<file path="src/source/video_pkg.sv">
// ~~~~~~~~~~~~~~~~~~~~~~~~~~~~~~~~~~~~~~~~
// video mixer package
// palette, colour and timing types shared by the
// palette lookups and the blend stage
// ~~~~~~~~~~~~~~~~~~~~~~~~~~~~~~~~~~~~~~~~

package video_pkg;

    // palette index width, 256 entries per playfield
    localparam int pal_addr_w = 8;
    localparam int pal_depth  = 1 << pal_addr_w;

    // blend mode codes {A alpha[3], B alpha[3:2]}
    // alpha mixes when A's top bit is clear
    localparam logic [2:0] blend_a_only = 3'b0_00;
    localparam logic [2:0] blend_mix_25 = 3'b0_01;
    localparam logic [2:0] blend_mix_50 = 3'b0_10;
    localparam logic [2:0] blend_b_only = 3'b0_11;
    // clamped arithmetic when A's top bit is set
    localparam logic [2:0] blend_add    = 3'b1_00;
    localparam logic [2:0] blend_sub    = 3'b1_01;
    localparam logic [2:0] blend_delta  = 3'b1_10;
    localparam logic [2:0] blend_dx2    = 3'b1_11;

    typedef logic [pal_addr_w-1:0] pal_index_t;

    // 12-bit colour, 4 bits per channel
    typedef struct packed {
        logic [3:0] r;
        logic [3:0] g;
        logic [3:0] b;
    } rgb_t;

    // palette word, alpha/mode nibble on top
    typedef struct packed {
        logic [3:0] a;
        rgb_t       rgb;
    } argb_t;

    // host write bus, shared by both palettes
    typedef struct packed {
        pal_index_t addr;
        argb_t      data;
    } pal_wr_t;

    typedef struct packed {
        logic hsync;
        logic vsync;
        logic de;
    } vid_timing_t;

endpackage

</file>
<file path="src/source/color_lookup.sv">
// ~~~~~~~~~~~~~~~~~~~~~~~~~~~~~~~~~~~~~~~~
// palette colour lookup
// 256 x 16 ARGB RAM with a host write port and
// one registered read per pixel clock
// ~~~~~~~~~~~~~~~~~~~~~~~~~~~~~~~~~~~~~~~~

`timescale 1ns/1ps

module color_lookup (
    input  logic                  clk,
    // host write side
    input  video_pkg::pal_wr_t    pal_wr_i,
    input  logic                  wr_i,
    // pixel read side
    input  video_pkg::pal_index_t index_i,
    output video_pkg::argb_t      argb_o
);

    // palette storage
    // holds whatever the host last wrote
    video_pkg::argb_t pal_mem [video_pkg::pal_depth];

    // write port
    // a strobe held one cycle stores the word at the next edge
    always_ff @(posedge clk) begin
        if (wr_i) begin
            pal_mem[pal_wr_i.addr] <= pal_wr_i.data;
        end
    end

    // read port
    // reads every cycle whatever the write port is doing
    // same-entry write and read returns the old word (read first)
    always_ff @(posedge clk) begin
        argb_o <= pal_mem[index_i];
    end

    // argb_o lags index_i by exactly one pixel clock
    // the blend stage relies on this to line up its de

endmodule

</file>
<file path="config.mk">
export PLATFORM = sky130hd
export DESIGN_NAME = color_lookup
export DESIGN_NICKNAME = d
export VERILOG_FILES = /design/src/source/video_pkg.sv /design/src/source/color_lookup.sv
export SDC_FILE = /design/constraint.sdc
export NUM_CORES = 2
export LEC_CHECK = 0
export ABC_AREA = 1
export BUFFER_PORTS_ARGS = -buffer_cell sky130_fd_sc_hd__buf_2
export CAP_MARGIN = 20
export CORE_MARGIN = 5
export CORE_UTILIZATION = 50
export CTS_BUF_LIST = sky130_fd_sc_hd__clkbuf_16
export CTS_CLUSTER_DIAMETER = 80
export DETAILED_ROUTE_END_ITERATION = 7
export PLACE_DENSITY_LB_ADDON = 0.05
export SYNTH_ARGS = -nofsm -noshare
export SYNTH_HDL_FRONTEND = slang
export SYNTH_SLANG_ARGS = --single-unit
export TNS_END_PERCENT = 10
</file>
<file path="constraint.sdc">
create_clock -name clk -period 2.1 [get_ports clk]
set_input_delay 0.105 -clock clk [delete_from_list [all_inputs] [get_ports clk]]
set_output_delay 0.105 -clock clk [all_outputs]
set_load 0.005 [all_outputs]
</file>
==> results.yml <==
global_routing:
  global_route.usage.total: 0.3000
  global_route_wire_length_before_repair_microns: 752200
  grt_antenna_before_repair: 25
  grt_pass1_vias: 106100
  grt_start_max_net_pins: 87
  globalRoute.totalOverflow: 0
place:
  placedInstanceArea_sq_mm: 0.1805
  portBuffers: 49
  dp_cells: 18280
  globalplace.congestion: 0.9055
  dp_hpwl_microns: 325800
sta:
  fin_setup_tns_ns: -0.01417
  setup-violations-final: 2
  drv_slew: 0
  slew_at_the_pin_closest_to_its_max_slew_limit_ns: 0.9379
  relSlewSlack: 0.3747
  setup_repair_after_global_routing_missed_its_margin: "true"
  final_critical_path_setup_slack_ns: -0.007110
  final.setup_skew_ns: 0.02822
  achievable_frequency_mhz: 474.6
  layout_min_cycle_time_ns: 2.107
  final-hold-violation-count: 0
  final_min_period_over_clock_period: 1.003
logic_synthesis:
  netlist-cell-type-count: 15
  ys_seq_elements: 4112
  synth-seq-area-share: 0.7442
  syn-num-nets: 13650
  postSynthCellCount: 13620
  avgSynthCellArea_sq_um: 12.17
  total_number_of_yosys_warnings: 0
  netlist_area_sq_mm: 0.1657
setup_path:
  cp_startpoint_kind: "input pin"
  r2r_slack_ns: 0.01
  cp_data_arrival_time_ns: 2.79
  timing.setup.critical_path_class: "in -> reg"
  crit_required_ns: 2.79
  critPathMaxFanout: 4
  timing.critical_path.to_type: "flop"
run_status:
  violations_in_the_final_reports: "antenna violations, negative setup slack"
  run_status: "finished, violations left"
routing:
  drc: 0
  via_per_inst: 5.855
  num_vias: 112000
  post_drt_wl_per_cell_microns: 27.30
  drt-initial-drc-count: 13790
  route.antenna.remaining_nets: 1
  routed_wirelength_microns: 522300
  detail_route.first_pass.iterations: 6
clock_tree:
  buffer_levels_on_the_longest_clock_path: 4
  ctsRootBufferMaster: "sky130_fd_sc_hd__clkbuf_16"
  cts_tree: "done"
  clock_sink_count: 4112
  worstSkewPairLatency_ns: 0.98
  cts_post_setup_buffers_inserted: 0
  htreeDepth: 5
  path_clk_slew_ns: 0.06
  cts_inserted_buffers: 432
pwr:
  power_frac_seq: 0.514
  power.share.clock: 0.415
  peakVddDrop_mv: 0.7933
  power.static_leakage_nw: 69.70
  switchingPower_mw: 40.52
  power_frac_comb: 0.072
  switching_share: 0.2298
  internal_power_contribution_mw: 135.8
  total_power_mw: 176.3
  pwr_density_cell_mw_per_mm2: 906.5
floorplanning:
  die_y_microns: 585.7
  initial_core_utilization: 0.5017
  standard_cell_rows: 211
  boundaryPins: 50
  placeableCoreArea_sq_mm: 0.3303
  design.die.area_sq_mm: 0.3430
  die-width_microns: 585.7
cells_and_area:
  final_area_sq_mm: 0.1945
  layout.filler_cells: 26230
  multi_input_area_sq_mm: 0.03736
  most_common_library_cell_in_the_layout_ignoring_fill_and_taps: "sky130_fd_sc_hd__nand2_1"
  finish.net_count: 14410
  regArea_sq_mm: 0.1233
  synthToLayoutAreaGrowth_pct: 17.40
  final_core_util: 0.5890
  layout_common_cells: "4,184 x sky130_fd_sc_hd__nand2_1, 4,096 x sky130_fd_sc_hd__edfxtp_1, 4,025 x sky130_fd_sc_hd__nand3_1, 782 x sky130_fd_sc_hd__buf_4, 443 x sky130_fd_sc_hd__clkbuf_16"
  drive_above_1_share: 0.1303
  layout.cells.non_filler: 19140
flow_run:
  cap_viol_max_count: 0
min_path:
  hold_class: "in -> reg"
[metrics by stage]
stage / worst slack [ns] / hold slack, ns
6_report: -0.007110 / 0.08675
3_3_place_gp: -0.9731 / 0.4916
2_1_floorplan: 0.1546 / 0.2039
4_1_cts: 0.01548 / 0.002434
5_1_grt: -0.06182 / 0.1100
3_5_place_dp: -0.9804 / 0.4872
[kinds of logic (layout without fill, tap and decap cells)]
kind of cell,count (synthesis),count (layout),synth area share
DFF,4112,4112,0.7442
buffers and inverters,976,2096,0.03214
other,0,32,0
and+or+nand+nor,8529,8529,0.2237
[registers in the layout, summed over array words and instances (netlist names)]
register  count
pal_mem    4096
argb_o       16
[routing by layer]
layer / wire, microns / track usage / vias up
met5: 0 / 0 / -
met1: 214900 / 0.4314 / 55780
met3: 43420 / 0.04092 / 845
li1: - / - / 50250
met4: 23480 / 0.1256 / 0
met2: 240500 / 0.4644 / 5166
[cells in the mapped netlist (all sizes together)]
cell type | n | share of area
nor2 | 283 | 0.0064
dfxtp | 16 | 0.0019
clkbuf | 154 | 0.0035
edfxtp | 4096 | 0.74
nand2 | 4211 | 0.095
nand3 | 4035 | 0.12
buf | 783 | 0.028
inv | 39 | 0.00091
[final timing paths]
kind                               endpoint  cells after the start                       start
setup / recovery  pal_mem[159][9]$_DFFE_PP_                      8                pal_wr_i[18]
hold reg to reg          argb_o[12]$_DFF_P_                     10  pal_mem[154][12]$_DFFE_PP_
setup reg to reg         argb_o[13]$_DFF_P_                     11  pal_mem[127][13]$_DFFE_PP_
hold / removal           argb_o[10]$_DFF_P_                      7                  index_i[5]
[cell type report]
type,instances,area share
clock inverters,353,0.01235
repair buffers,1261,0.07517
clock buffers,443,0.05699
well taps,4366,0.02808
flip-flops and latches,4112,0.6339
multi-input cells,8529,0.1921
diodes,32,0.0004116
inverters,39,0.001023
[worst max-delay path, cell delays in order]
cell and delay (ns):
sky130_fd_sc_hd__dlygate4sd3_1 0.62, sky130_fd_sc_hd__buf_2 0.18, sky130_fd_sc_hd__nand2_1 0.08, sky130_fd_sc_hd__dlygate4sd3_1 0.58, sky130_fd_sc_hd__nor2_1 0.18, sky130_fd_sc_hd__inv_1 0.18
sky130_fd_sc_hd__nor2_2 0.23, sky130_fd_sc_hd__dlygate4sd3_1 0.62
[power groups by stage]
stage | combinational, mW | sequential, mW | clock [mW]
after floorplan | 5.59 | 92.3 | 0
after global placement | 12.4 | 92.3 | 0
after detailed placement | 12.5 | 92.3 | 0
after CTS | 12.6 | 90.6 | 74.1
after global routing | 13.4 | 90.5 | 77.7
final | 12.7 | 90.6 | 73.1
[timing repair]
action	4_1_cts	5_1_grt
gates cloned	0	0
hold buffers	31	0
gates resized for setup	19	14
hold endpoints to repair	4087	0
setup endpoints to repair	14	39
Note: power is estimated with default switching activity, not from simulation.
