--- config.mk ---
export PLATFORM = sky130hd
export DESIGN_NAME = video_blend
export DESIGN_NICKNAME = d
export VERILOG_FILES = /design/src/source/video_pkg.sv /design/src/source/video_blend.sv
export SDC_FILE = /design/constraint.sdc
export NUM_CORES = 1
export LEC_CHECK = 0
export ABC_AREA = 1
export BUFFER_PORTS_ARGS = -buffer_cell sky130_fd_sc_hd__buf_2
export CAP_MARGIN = 20
export CORE_MARGIN = 10
export CORE_UTILIZATION = 50
export CTS_BUF_LIST = sky130_fd_sc_hd__clkbuf_2
export DETAILED_ROUTE_END_ITERATION = 10
export GPL_TIMING_DRIVEN = 0
export HOLD_SLACK_MARGIN = 0.02
export PLACE_DENSITY_LB_ADDON = 0.12
export SLEW_MARGIN = 20
export SYNTH_ARGS = -nofsm -noshare
export SYNTH_HDL_FRONTEND = slang
export SYNTH_SLANG_ARGS = --single-unit
--- constraint.sdc ---
create_clock -name clk -period 4.1 [get_ports clk]
set_input_delay 0.82 -clock clk [delete_from_list [all_inputs] [get_ports clk]]
set_output_delay 0.82 -clock clk [all_outputs]
set_load 0.01 [all_outputs]
--- src/source/video_pkg.sv ---
// ~~~~~~~~~~~~~~~~~~~~~~~~~~~~~~~~~~~~~~~~
// video mixer package
// palette, colour and timing types shared by the
// palette lookups and the blend stage
// ~~~~~~~~~~~~~~~~~~~~~~~~~~~~~~~~~~~~~~~~

package video_pkg;

    // palette index width, 256 entries per playfield
    localparam int pal_addr_w = 8;
    localparam int pal_depth  = 1 << pal_addr_w;

    // blend mode codes {A alpha[3], B alpha[3:2]}
    // alpha mixes when A's top bit is clear
    localparam logic [2:0] blend_a_only = 3'b0_00;
    localparam logic [2:0] blend_mix_25 = 3'b0_01;
    localparam logic [2:0] blend_mix_50 = 3'b0_10;
    localparam logic [2:0] blend_b_only = 3'b0_11;
    // clamped arithmetic when A's top bit is set
    localparam logic [2:0] blend_add    = 3'b1_00;
    localparam logic [2:0] blend_sub    = 3'b1_01;
    localparam logic [2:0] blend_delta  = 3'b1_10;
    localparam logic [2:0] blend_dx2    = 3'b1_11;

    typedef logic [pal_addr_w-1:0] pal_index_t;

    // 12-bit colour, 4 bits per channel
    typedef struct packed {
        logic [3:0] r;
        logic [3:0] g;
        logic [3:0] b;
    } rgb_t;

    // palette word, alpha/mode nibble on top
    typedef struct packed {
        logic [3:0] a;
        rgb_t       rgb;
    } argb_t;

    // host write bus, shared by both palettes
    typedef struct packed {
        pal_index_t addr;
        argb_t      data;
    } pal_wr_t;

    typedef struct packed {
        logic hsync;
        logic vsync;
        logic de;
    } vid_timing_t;

endpackage

--- src/source/video_blend.sv ---
// ~~~~~~~~~~~~~~~~~~~~~~~~~~~~~~~~~~~~~~~~
// video blend stage
// mixes the playfield A and B palette words into one
// 12-bit colour and delays the timing levels to match
// ~~~~~~~~~~~~~~~~~~~~~~~~~~~~~~~~~~~~~~~~

`timescale 1ns/1ps

module video_blend (
    input  logic                   clk,
    input  logic                   rst_n_i,
    // raster timing, same cycle as the palette index
    input  video_pkg::vid_timing_t timing_i,
    // palette words, one cycle after the index
    input  video_pkg::argb_t       color_a_i,
    input  video_pkg::argb_t       color_b_i,
    // blended colour and aligned timing
    output video_pkg::rgb_t        rgb_o,
    output video_pkg::vid_timing_t timing_o
);

    // A is the bottom playfield and B is drawn over it
    //
    //  A     B
    //  0xxx  00xx  A only
    //  0xxx  01xx  75% A + 25% B
    //  0xxx  10xx  50% A + 50% B
    //  0xxx  11xx  B only
    //  1xxx  00xx  A + B       clamp at F
    //  1xxx  01xx  A - B       clamp at 0
    //  1xxx  10xx  A + sB      clamp by sign of B
    //  1xxx  11xx  A + 2*sB    clamp by sign of B
    //
    // remaining alpha bits are ignored

    // timing delayed once to line up with the palette words
    video_pkg::vid_timing_t timing_1;

    // mode select for the current pixel
    logic [2:0] blend_mode;

    // one 4-bit channel of the blend
    // r, g and b each go through this on their own
    function automatic logic [3:0] blend_chan(
        input logic [2:0] mode,
        input logic [3:0] a,
        input logic [3:0] b
    );
        logic [4:0] sum_ab;
        logic [4:0] diff_ab;
        logic [5:0] mix_25;
        logic [4:0] sum_sb;
        logic [4:0] sum_ab_x2;
        logic [3:0] res;

        // 5-bit add with bit 4 as the carry
        sum_ab    = {1'b0, a} + {1'b0, b};
        // 5-bit subtract with bit 4 as the borrow
        diff_ab   = {1'b0, a} - {1'b0, b};
        // top 4 bits of A + 2A + B give (3A + B) / 4
        mix_25    = {2'b00, a} + {1'b0, a, 1'b0} + {2'b00, b};
        // signed b sign-extended so bit 4 flags overflow in either direction
        sum_sb    = {1'b0, a} + {b[3], b};
        // signed b doubled before the add
        sum_ab_x2 = {1'b0, a} + {b, 1'b0};

        case (mode)
            video_pkg::blend_a_only: begin
                res = a;
            end
            video_pkg::blend_mix_25: begin
                res = mix_25[5:2];
            end
            video_pkg::blend_mix_50: begin
                // drop the low bit of the sum to truncate
                res = sum_ab[4:1];
            end
            video_pkg::blend_b_only: begin
                res = b;
            end
            video_pkg::blend_add: begin
                // saturate on carry
                res = sum_ab[4] ? 4'hf : sum_ab[3:0];
            end
            video_pkg::blend_sub: begin
                // floor on borrow
                res = diff_ab[4] ? 4'h0 : diff_ab[3:0];
            end
            video_pkg::blend_delta: begin
                // sign of b picks the clamp end
                res = sum_sb[4] ? (b[3] ? 4'h0 : 4'hf) : sum_sb[3:0];
            end
            video_pkg::blend_dx2: begin
                // doubled delta uses the same clamp rule
                res = sum_ab_x2[4] ? (b[3] ? 4'h0 : 4'hf) : sum_ab_x2[3:0];
            end
        endcase
        return res;
    endfunction

    // A's top alpha bit picks alpha mix or arithmetic
    // B's top two alpha bits pick the operation
    assign blend_mode = {color_a_i.a[3], color_b_i.a[3:2]};

    // timing pipeline
    // first stage qualifies the palette words and the second drives the output
    always_ff @(posedge clk) begin
        if (!rst_n_i) begin
            timing_1 <= '0;
            timing_o <= '0;
        end else begin
            timing_1 <= timing_i;
            timing_o <= timing_1;
        end
    end

    // colour register
    // black whenever the delayed de is low
    always_ff @(posedge clk) begin
        if (timing_1.de) begin
            rgb_o.r <= blend_chan(blend_mode, color_a_i.rgb.r, color_b_i.rgb.r);
            rgb_o.g <= blend_chan(blend_mode, color_a_i.rgb.g, color_b_i.rgb.g);
            rgb_o.b <= blend_chan(blend_mode, color_a_i.rgb.b, color_b_i.rgb.b);
        end else begin
            rgb_o <= '0;
        end
    end

endmodule

==> results of run 1 <==
-- how the worst min path moves through the flow --
stage	from	to	slack (ns)	cells after the start
CTS	timing_1[1]	timing_o[1]	0.43	2
finish	timing_1[1]	timing_o[1]	0.42	2
floorplan	timing_1[1]	timing_o[1]	0.39	2
detailed placement	timing_1[1]	timing_o[1]	0.40	2
global placement	timing_1[1]	timing_o[1]	0.39	2
global route	timing_1[2]	timing_o[2]	0.44	2
-- worst max-delay path: stages --
cell and delay, ns:
sky130_fd_sc_hd__buf_2 0.23, sky130_fd_sc_hd__fa_1 0.46, sky130_fd_sc_hd__nand2_1 0.09, sky130_fd_sc_hd__inv_1 0.05
sky130_fd_sc_hd__fa_1 0.45, sky130_fd_sc_hd__o21ai_0 0.18, sky130_fd_sc_hd__o211ai_1 0.10, sky130_fd_sc_hd__nor2_1 0.13
sky130_fd_sc_hd__nand3b_1 0.09, sky130_fd_sc_hd__nor2_1 0.09, sky130_fd_sc_hd__nor2_1 0.05
-- state kept, by name, indices dropped and copies added (netlist names) --
name,cells
rgb_o,12
timing_1,3
timing_o,3
-- power groups by stage --
stage          clock [uW]  sequential [uW]  combinational, uW
6_report             82.5              189                408
5_1_grt              90.3              190                472
4_1_cts              84.6              189                406
3_5_place_dp            0              193                404
3_3_place_gp            0              193                399
2_1_floorplan           0              198                277
-- area by class of cell --
class,count,area share
clock buffers,3,0.00431
clock inverters,1,0.00108
repair buffers,45,0.0647
flip-flops and latches,18,0.104
plain buffers,7,0.0108
multi-input cells,390,0.709
well taps,75,0.0270
inverters,74,0.0798
-- per-layer routing --
metal / vias to the layer above / GRT usage / share of wire / wire length, um
met5: - / 0 / 0 / 0
met4: 0 / 0.0441 / 0.016 / 144
met3: 14 / 0.0249 / 0.073 / 636
met2: 136 / 0.274 / 0.43 / 3780
met1: 1458 / 0.247 / 0.48 / 4170
li1: 1684 / - / - / -
-- cells by family (layout without fill, tap and decap cells) --
logic type,after synthesis,count (layout)
adder cells (fa/ha/maj),63,63
XOR/XNOR,7,7
AO/OA/AOI/OAI,72,72
AND/OR/NAND/NOR,248,248
flip-flops,18,18
buffers and inverters,81,130
-- cell usage in the layout (no fill, tap or decap) --
master,synthesis,routed
sky130_fd_sc_hd__nand2_1,116,116
sky130_fd_sc_hd__inv_1,72,72
sky130_fd_sc_hd__nand3_1,65,65
sky130_fd_sc_hd__buf_2,3,48
sky130_fd_sc_hd__nor2_1,46,46
sky130_fd_sc_hd__ha_1,42,42
sky130_fd_sc_hd__o21ai_0,37,37
sky130_fd_sc_hd__a21oi_1,29,29
sky130_fd_sc_hd__fa_1,21,21
sky130_fd_sc_hd__dfxtp_1,18,18
sky130_fd_sc_hd__or2_2,5,5
sky130_fd_sc_hd__nand4_1,4,4
sky130_fd_sc_hd__nand3b_1,4,4
sky130_fd_sc_hd__xnor2_1,4,4
sky130_fd_sc_hd__xor2_1,3,3
sky130_fd_sc_hd__o211ai_1,3,3
sky130_fd_sc_hd__clkbuf_2,0,3
sky130_fd_sc_hd__inv_2,2,2
sky130_fd_sc_hd__buf_4,2,2
sky130_fd_sc_hd__buf_1,1,1
sky130_fd_sc_hd__clkbuf_1,1,1
sky130_fd_sc_hd__nor3_2,1,1
sky130_fd_sc_hd__nand3_2,1,1
sky130_fd_sc_hd__nand2_2,1,1
sky130_fd_sc_hd__nor2_2,1,1
sky130_fd_sc_hd__nor2_4,1,1
sky130_fd_sc_hd__nor3_1,1,1
sky130_fd_sc_hd__or2_1,1,1
sky130_fd_sc_hd__a21boi_2,1,1
sky130_fd_sc_hd__o21a_1,1,1
sky130_fd_sc_hd__and2_1,1,1
sky130_fd_sc_hd__o22ai_1,1,1
sky130_fd_sc_hd__clkinv_1,0,1
-- stage by stage --
| stage | util | total power, uW | setup slack, ns | hold WS, ns |
|---|---|---|---|---|
| 2_1_floorplan | - | 475 | 1.62 | 0.390 |
| 3_3_place_gp | 0.574 | 591 | 1.22 | 0.391 |
| 3_5_place_dp | 0.574 | 596 | 1.25 | 0.399 |
| 4_1_cts | 0.577 | 680 | 1.58 | 0.428 |
| 5_1_grt | 0.577 | 753 | 1.43 | 0.439 |
| 6_report | 0.577 | 680 | 1.56 | 0.425 |
==> flow_summary.rst, run 1 <==
.. list-table::
   :header-rows: 1

   * - Metric
     - Value
   * - Filler cells
     - 613
   * - # placed instances
     - 609
   * - Unique cell type count in the Yosys netlist
     - 31
   * - Number of buffers created by CTS
     - 3
   * - PD cells
     - 195 nW/um2
   * - Synthesized area per cell
     - 6.42 um2
   * - Clk_skew
     - 0.0356 ns
   * - Area enclosed by the die boundary
     - 9850 um2
   * - Post-synthesis compound-gate area fraction
     - 0.120
   * - RSZ-0062 raised after global routing
     - false
   * - Max Fanout on Critical Path
     - 8
   * - Synthesis-stage register bit count
     - 18
   * - Standard cell area after detailed placement
     - 3460 um2
   * - Data arrival at the endpoint of the critical path
     - 2.76 ns
   * - Clock Sink Count
     - 18
   * - Total Neg Setup Slack
     - 0 ns
   * - Count of placed standard cells in the final layout, fillers left out
     - 613
   * - Post-detailed-route count of antenna-violating nets
     - 0
   * - Part of the total power dissipated in sequential elements
     - 0.278
   * - Ratio of cells with drive above 1 in the final layout
     - 0.123
   * - Most common cell in the synthesized netlist
     - sky130_fd_sc_hd__nand2_1
   * - Remaining global-route overflow
     - 0
   * - Worst VDD drop
     - 0.136 mV
   * - Share of synthesized flip-flops with an asynchronous set or reset
     - 0
   * - Category of the worst setup path capture point
     - flop
   * - Area fraction of the dominant cell type after synthesis
     - 0.167
   * - Beginning of the critical path
     - color_a_i[9]
   * - Layout Cell Area excl Fill
     - 3480 um2
   * - Setup slack of the most critical reg-to-reg path
     - 2.86 ns
   * - Placed wire-length estimate after detailed placement
     - 7190 um
   * - ANT cells
     - 0
   * - Min cycle time layout
     - 2.54 ns
   * - Number of primary I/O pins
     - 52
   * - Net total in the final layout
     - 639
   * - Worst-margin pin slew
     - 0.466 ns
   * - FF-to-FF Start
     - timing_1[0]
   * - Number of design rule violations left after detail routing
     - 0
   * - Max-cap violations
     - 0
   * - Post-Synth Adder-Cell Area
     - 0.301
   * - Worst slew margin relative to its limit
     - 0.690
   * - Total routing usage reported by global routing
     - 0.176
   * - Number of cells on the worst reg-to-reg path
     - 3
   * - X dimension of the die
     - 99.3 um
   * - Leakage Power
     - 0.00195 uW
   * - Standard-cell rows
     - 28
   * - Multi-input gate area in the final layout
     - 2470 um2
   * - Category of the critical setup timing path
     - in2reg
   * - Main synth FF type
     - sky130_fd_sc_hd__dfxtp_1
   * - Combinational family with the most area after synthesis
     - simple AND/OR/NAND/NOR gates
   * - Class of the tightest hold or removal check
     - reg2reg
   * - Achievable clock frequency
     - 394 MHz
   * - H-tree depth reported by CTS
     - 1
   * - Run status
     - complete, no violations
   * - Area taken by flip-flops and latches
     - 360 um2
   * - Placer's final routability congestion estimate
     - 0.962
   * - Sum of routed wire length over all layers
     - 8740 um
   * - Number of instances in the synthesized netlist
     - 489
   * - # setup viols final
     - 0
   * - Die Height
     - 99.3 um
   * - Max Root-Sink Buffers
     - 2
   * - Area growth from synthesis to layout
     - 10.8%
   * - Area of the core
     - 6030 um2
   * - Number of buffers inserted for hold repair after clock tree synthesis
     - 0
   * - Largest cells by area after synthesis
     - sky130_fd_sc_hd__ha_1 (17%), sky130_fd_sc_hd__nand2_1 (14%), sky130_fd_sc_hd__fa_1 (13%)
   * - Portion of netlist area occupied by mux cells
     - 0
   * - Post-synthesis cell type with the largest combined area
     - sky130_fd_sc_hd__ha_1
   * - Net load switching power
     - 317 uW
   * - Clock transition at the register clock pins on the worst setup and hold paths after CTS
     - 0.16 ns
   * - Via/cell ratio
     - 5.37
   * - Sw frac
     - 0.466
   * - Initial core utilization
     - 0.521
   * - Post-CTS repair timing setup buffer count
     - 0
   * - Part of the power in the clock network
     - 0.121
   * - Hold Fails Final Rpt
     - 0
   * - CTS tree
     - done
   * - Final Slew Violations
     - 0
   * - Top post-synthesis cells by count
     - sky130_fd_sc_hd__nand2_1 (116), sky130_fd_sc_hd__inv_1 (72), sky130_fd_sc_hd__nand3_1 (65)
   * - Synthesized Nets
     - 589
   * - Crit share post-route
     - 0.620
   * - Number of warnings printed during yosys synthesis
     - 0
   * - Share of the yosys chip area belonging to registers
     - 0.115
   * - Largest net degree at the start of global routing
     - 11
   * - End point of the critical path
     - rgb_o[8]
   * - R2R Path End
     - rgb_o[4]
   * - Number of DRC violations after detailed-routing iteration 0
     - 211
   * - Simple-gate portion of the synthesized area
     - 0.344
   * - Post-synth EDFFs
     - 0
   * - Worst path required time
     - 4.32 ns
   * - Share of power burned in combinational logic
     - 0.601
   * - Routed wirelength normalized by instance count
     - 14.3 um
   * - Antenna violations before repair
     - 0
   * - Int Power
     - 363 uW
   * - Port Buf Inserts
     - 45
   * - Vias in the first global route
     - 3095
   * - Startpoint Class
     - input pin
   * - Total number of vias
     - 3292
   * - Global-route wire length before repair
     - 14600 um
   * - Area share of xor/xnor cells in the synthesized design
     - 0.0195
   * - Synthesized cell area
     - 3140 um2
   * - Source-to-sink clock delay at the later pin of the worst-skew pair
     - 0.34 ns
   * - Gates resized, CTS repair
     - 0
   * - CTS Root Buffer Type
     - sky130_fd_sc_hd__clkbuf_2
   * - Pre-Repair DR Iteration Count
     - 5
Note: power is estimated with default switching activity, not from simulation.
==> inputs of run 2 (changes only) <==
- clock period: 4.1 -> 2.1 ns (I/O delays scaled with it)
==> flow_summary.rst, run 2 (synthesized netlist as in run 1, its figures left out) <==
.. list-table::
   :header-rows: 1

   * - Metric
     - Value
   * - Total Neg Setup Slack
     - 0 ns
   * - Most frequent cells in the layout
     - sky130_fd_sc_hd__nand2_1 (114), sky130_fd_sc_hd__inv_1 (70), sky130_fd_sc_hd__nand3_1 (65)
   * - Max Root-Sink Buffers
     - 2
   * - Placed wire-length estimate after detailed placement
     - 7190 um
   * - Worst Hold Slack
     - 0.279 ns
   * - Worst-margin pin slew
     - 0.450 ns
   * - Area of the core
     - 6030 um2
   * - Number of design rule violations left after detail routing
     - 0
   * - Largest net degree at the start of global routing
     - 11
   * - CTS tree
     - done
   * - Clock transition at the register clock pins on the worst setup and hold paths after CTS
     - 0.16 ns
   * - Global-route wire length before repair
     - 14600 um
   * - H-tree depth reported by CTS
     - 1
   * - Worst slew margin relative to its limit
     - 0.700
   * - Ratio of cells with drive above 1 in the final layout
     - 0.147
   * - Hold Fails Final Rpt
     - 0
   * - Family with the most delay on the worst path
     - adder cells
   * - Vias in the first global route
     - 3095
   * - Min cycle time layout
     - 2.02 ns
   * - Area enclosed by the die boundary
     - 9850 um2
   * - Slowest CP cell
     - sky130_fd_sc_hd__fa_1
   * - Sum of routed wire length over all layers
     - 8750 um
   * - Startpoint Class
     - input pin
   * - Clock Sink Count
     - 18
   * - Placer's final routability congestion estimate
     - 0.962
   * - CTS Root Buffer Type
     - sky130_fd_sc_hd__clkbuf_2
   * - Number of buffers created by CTS
     - 3
   * - Port Buf Inserts
     - 45
   * - Buffers & Inverters on Critical Path
     - 2
   * - Net total in the final layout
     - 640
   * - Clk_skew
     - 0.0319 ns
   * - List of cells traversed by the critical path
     - buf_6 > fa_1 > nand2_2 > inv_2 > fa_2 > o21ai_2 > o211ai_1 > nor2_1 > nand3b_1 > nor2_1 > nor2_1
   * - ANT cells
     - 0
   * - Worst path required time
     - 2.32 ns
   * - Routed wirelength normalized by instance count
     - 14.3 um
   * - Max-cap violations
     - 0
   * - Total number of vias
     - 3272
   * - Top reg by flops
     - rgb_o
   * - # setup viols final
     - 0
   * - Most frequent standard cell in the layout excluding fill and tap cells
     - sky130_fd_sc_hd__nand2_1
   * - Initial core utilization
     - 0.521
   * - Antenna violations before repair
     - 0
   * - Class of the tightest hold or removal check
     - in2reg
   * - Remaining global-route overflow
     - 0
   * - Leakage Power
     - 0.00196 uW
   * - Post-detailed-route count of antenna-violating nets
     - 0
   * - Largest registers ranked by flip-flop count
     - rgb_o: 12 flops, timing_1: 3 flops, timing_o: 3 flops
   * - Number of DRC violations after detailed-routing iteration 0
     - 184
   * - Category of the critical setup timing path
     - in2reg
   * - Crit share post-route
     - 0.960
   * - Delay contributed by the slowest stage of the critical path
     - 0.55 ns
   * - Category of the worst setup path capture point
     - flop
   * - Area growth from synthesis to layout
     - 13.3%
   * - Max Fanout on Critical Path
     - 6
   * - Final Slew Violations
     - 0
   * - X dimension of the die
     - 99.3 um
   * - Pre-Repair DR Iteration Count
     - 5
   * - Run status
     - complete, no violations
   * - Number of buffers inserted for hold repair after clock tree synthesis
     - 0
   * - Worst VDD drop
     - 0.271 mV
   * - Die Height
     - 99.3 um
   * - Largest register FFs
     - 12
   * - PD cells
     - 382 nW/um2
   * - Via/cell ratio
     - 5.33
   * - Data arrival at the endpoint of the critical path
     - 2.24 ns
   * - Total routing usage reported by global routing
     - 0.176
   * - Source-to-sink clock delay at the later pin of the worst-skew pair
     - 0.34 ns
   * - Number of primary I/O pins
     - 52
   * - Achievable clock frequency
     - 496 MHz
   * - Dominant cell type by count on the critical path
     - sky130_fd_sc_hd__nor2_1
   * - Standard-cell rows
     - 28
run 2: cell count changes in the layout (fill, tap and decap cells not counted), moves of 3 or more:
cell                      before  now
sky130_fd_sc_hd__buf_2        48   41
sky130_fd_sc_hd__a21oi_1      29   25
sky130_fd_sc_hd__a21oi_2       0    3
sky130_fd_sc_hd__buf_4         2    5
sky130_fd_sc_hd__buf_6         0    3
sky130_fd_sc_hd__o21ai_0      37   34
run 2: what timing repair did:
action / in CTS / in global routing
pin swaps: 0 / 14
gates resized for setup: 1 / 29
cloned: 0 / 0
endpoints found under the setup margin: 1 / 11
setup buffers: 0 / 1
run 2: worst register-to-register path, delay by kind of cell (launching register included):
kind	cells	cell delay, ns
simple gates	1	0.19
compound gates	1	0.16
flops	1	0.44
buf+inv	1	0.38
run 2: layout make-up:
type,instances,area [um2]
multi-input combinational,390,2510
sequential,18,360
fill,597,2470
tap,75,93.8
clock inverter,1,3.75
clock buffer,3,15.0
timing repair buffer,46,262
buffer,7,37.5
inverter,74,278
run 2: power by group:
group	switching (uW)	internal [uW]	total [uW]
logic	505	324	830
registers	5.89	363	369
clock network	119	41.4	160
total	630	729	1360
run 2: stage by stage:
step	cell area [um2]	power, uW	worst slack (ns)	utilization	std cells
5_1_grt	3560	1500	-0.00783	0.591	614
4_1_cts	3480	1330	0.0303	0.578	613
3_5_place_dp	3460	1160	-0.355	0.574	609
6_report	3560	1360	0.0839	0.591	614
3_3_place_gp	3460	1150	-0.379	0.574	609
2_1_floorplan	3140	927	0.0225	-	489
run 2: metal layers:
metal  routed length [um]  track usage
met5                    0            0
met4                  126       0.0441
met3                  584       0.0249
met2                 3850        0.274
met1                 4190        0.247
run 2: path summary, 6_finish.rpt:
| kind | start | to | slack, ns | cells past startpoint |
|---|---|---|---|---|
| worst max-delay path | color_b_i[9] | rgb_o[8] | 0.08 | 11 |
| worst min-delay path | timing_i[2] | timing_1[2] | 0.28 | 3 |
| worst max register to register | timing_1[0] | rgb_o[4] | 0.87 | 3 |
| worst min register to register | timing_1[1] | timing_o[1] | 0.42 | 2 |
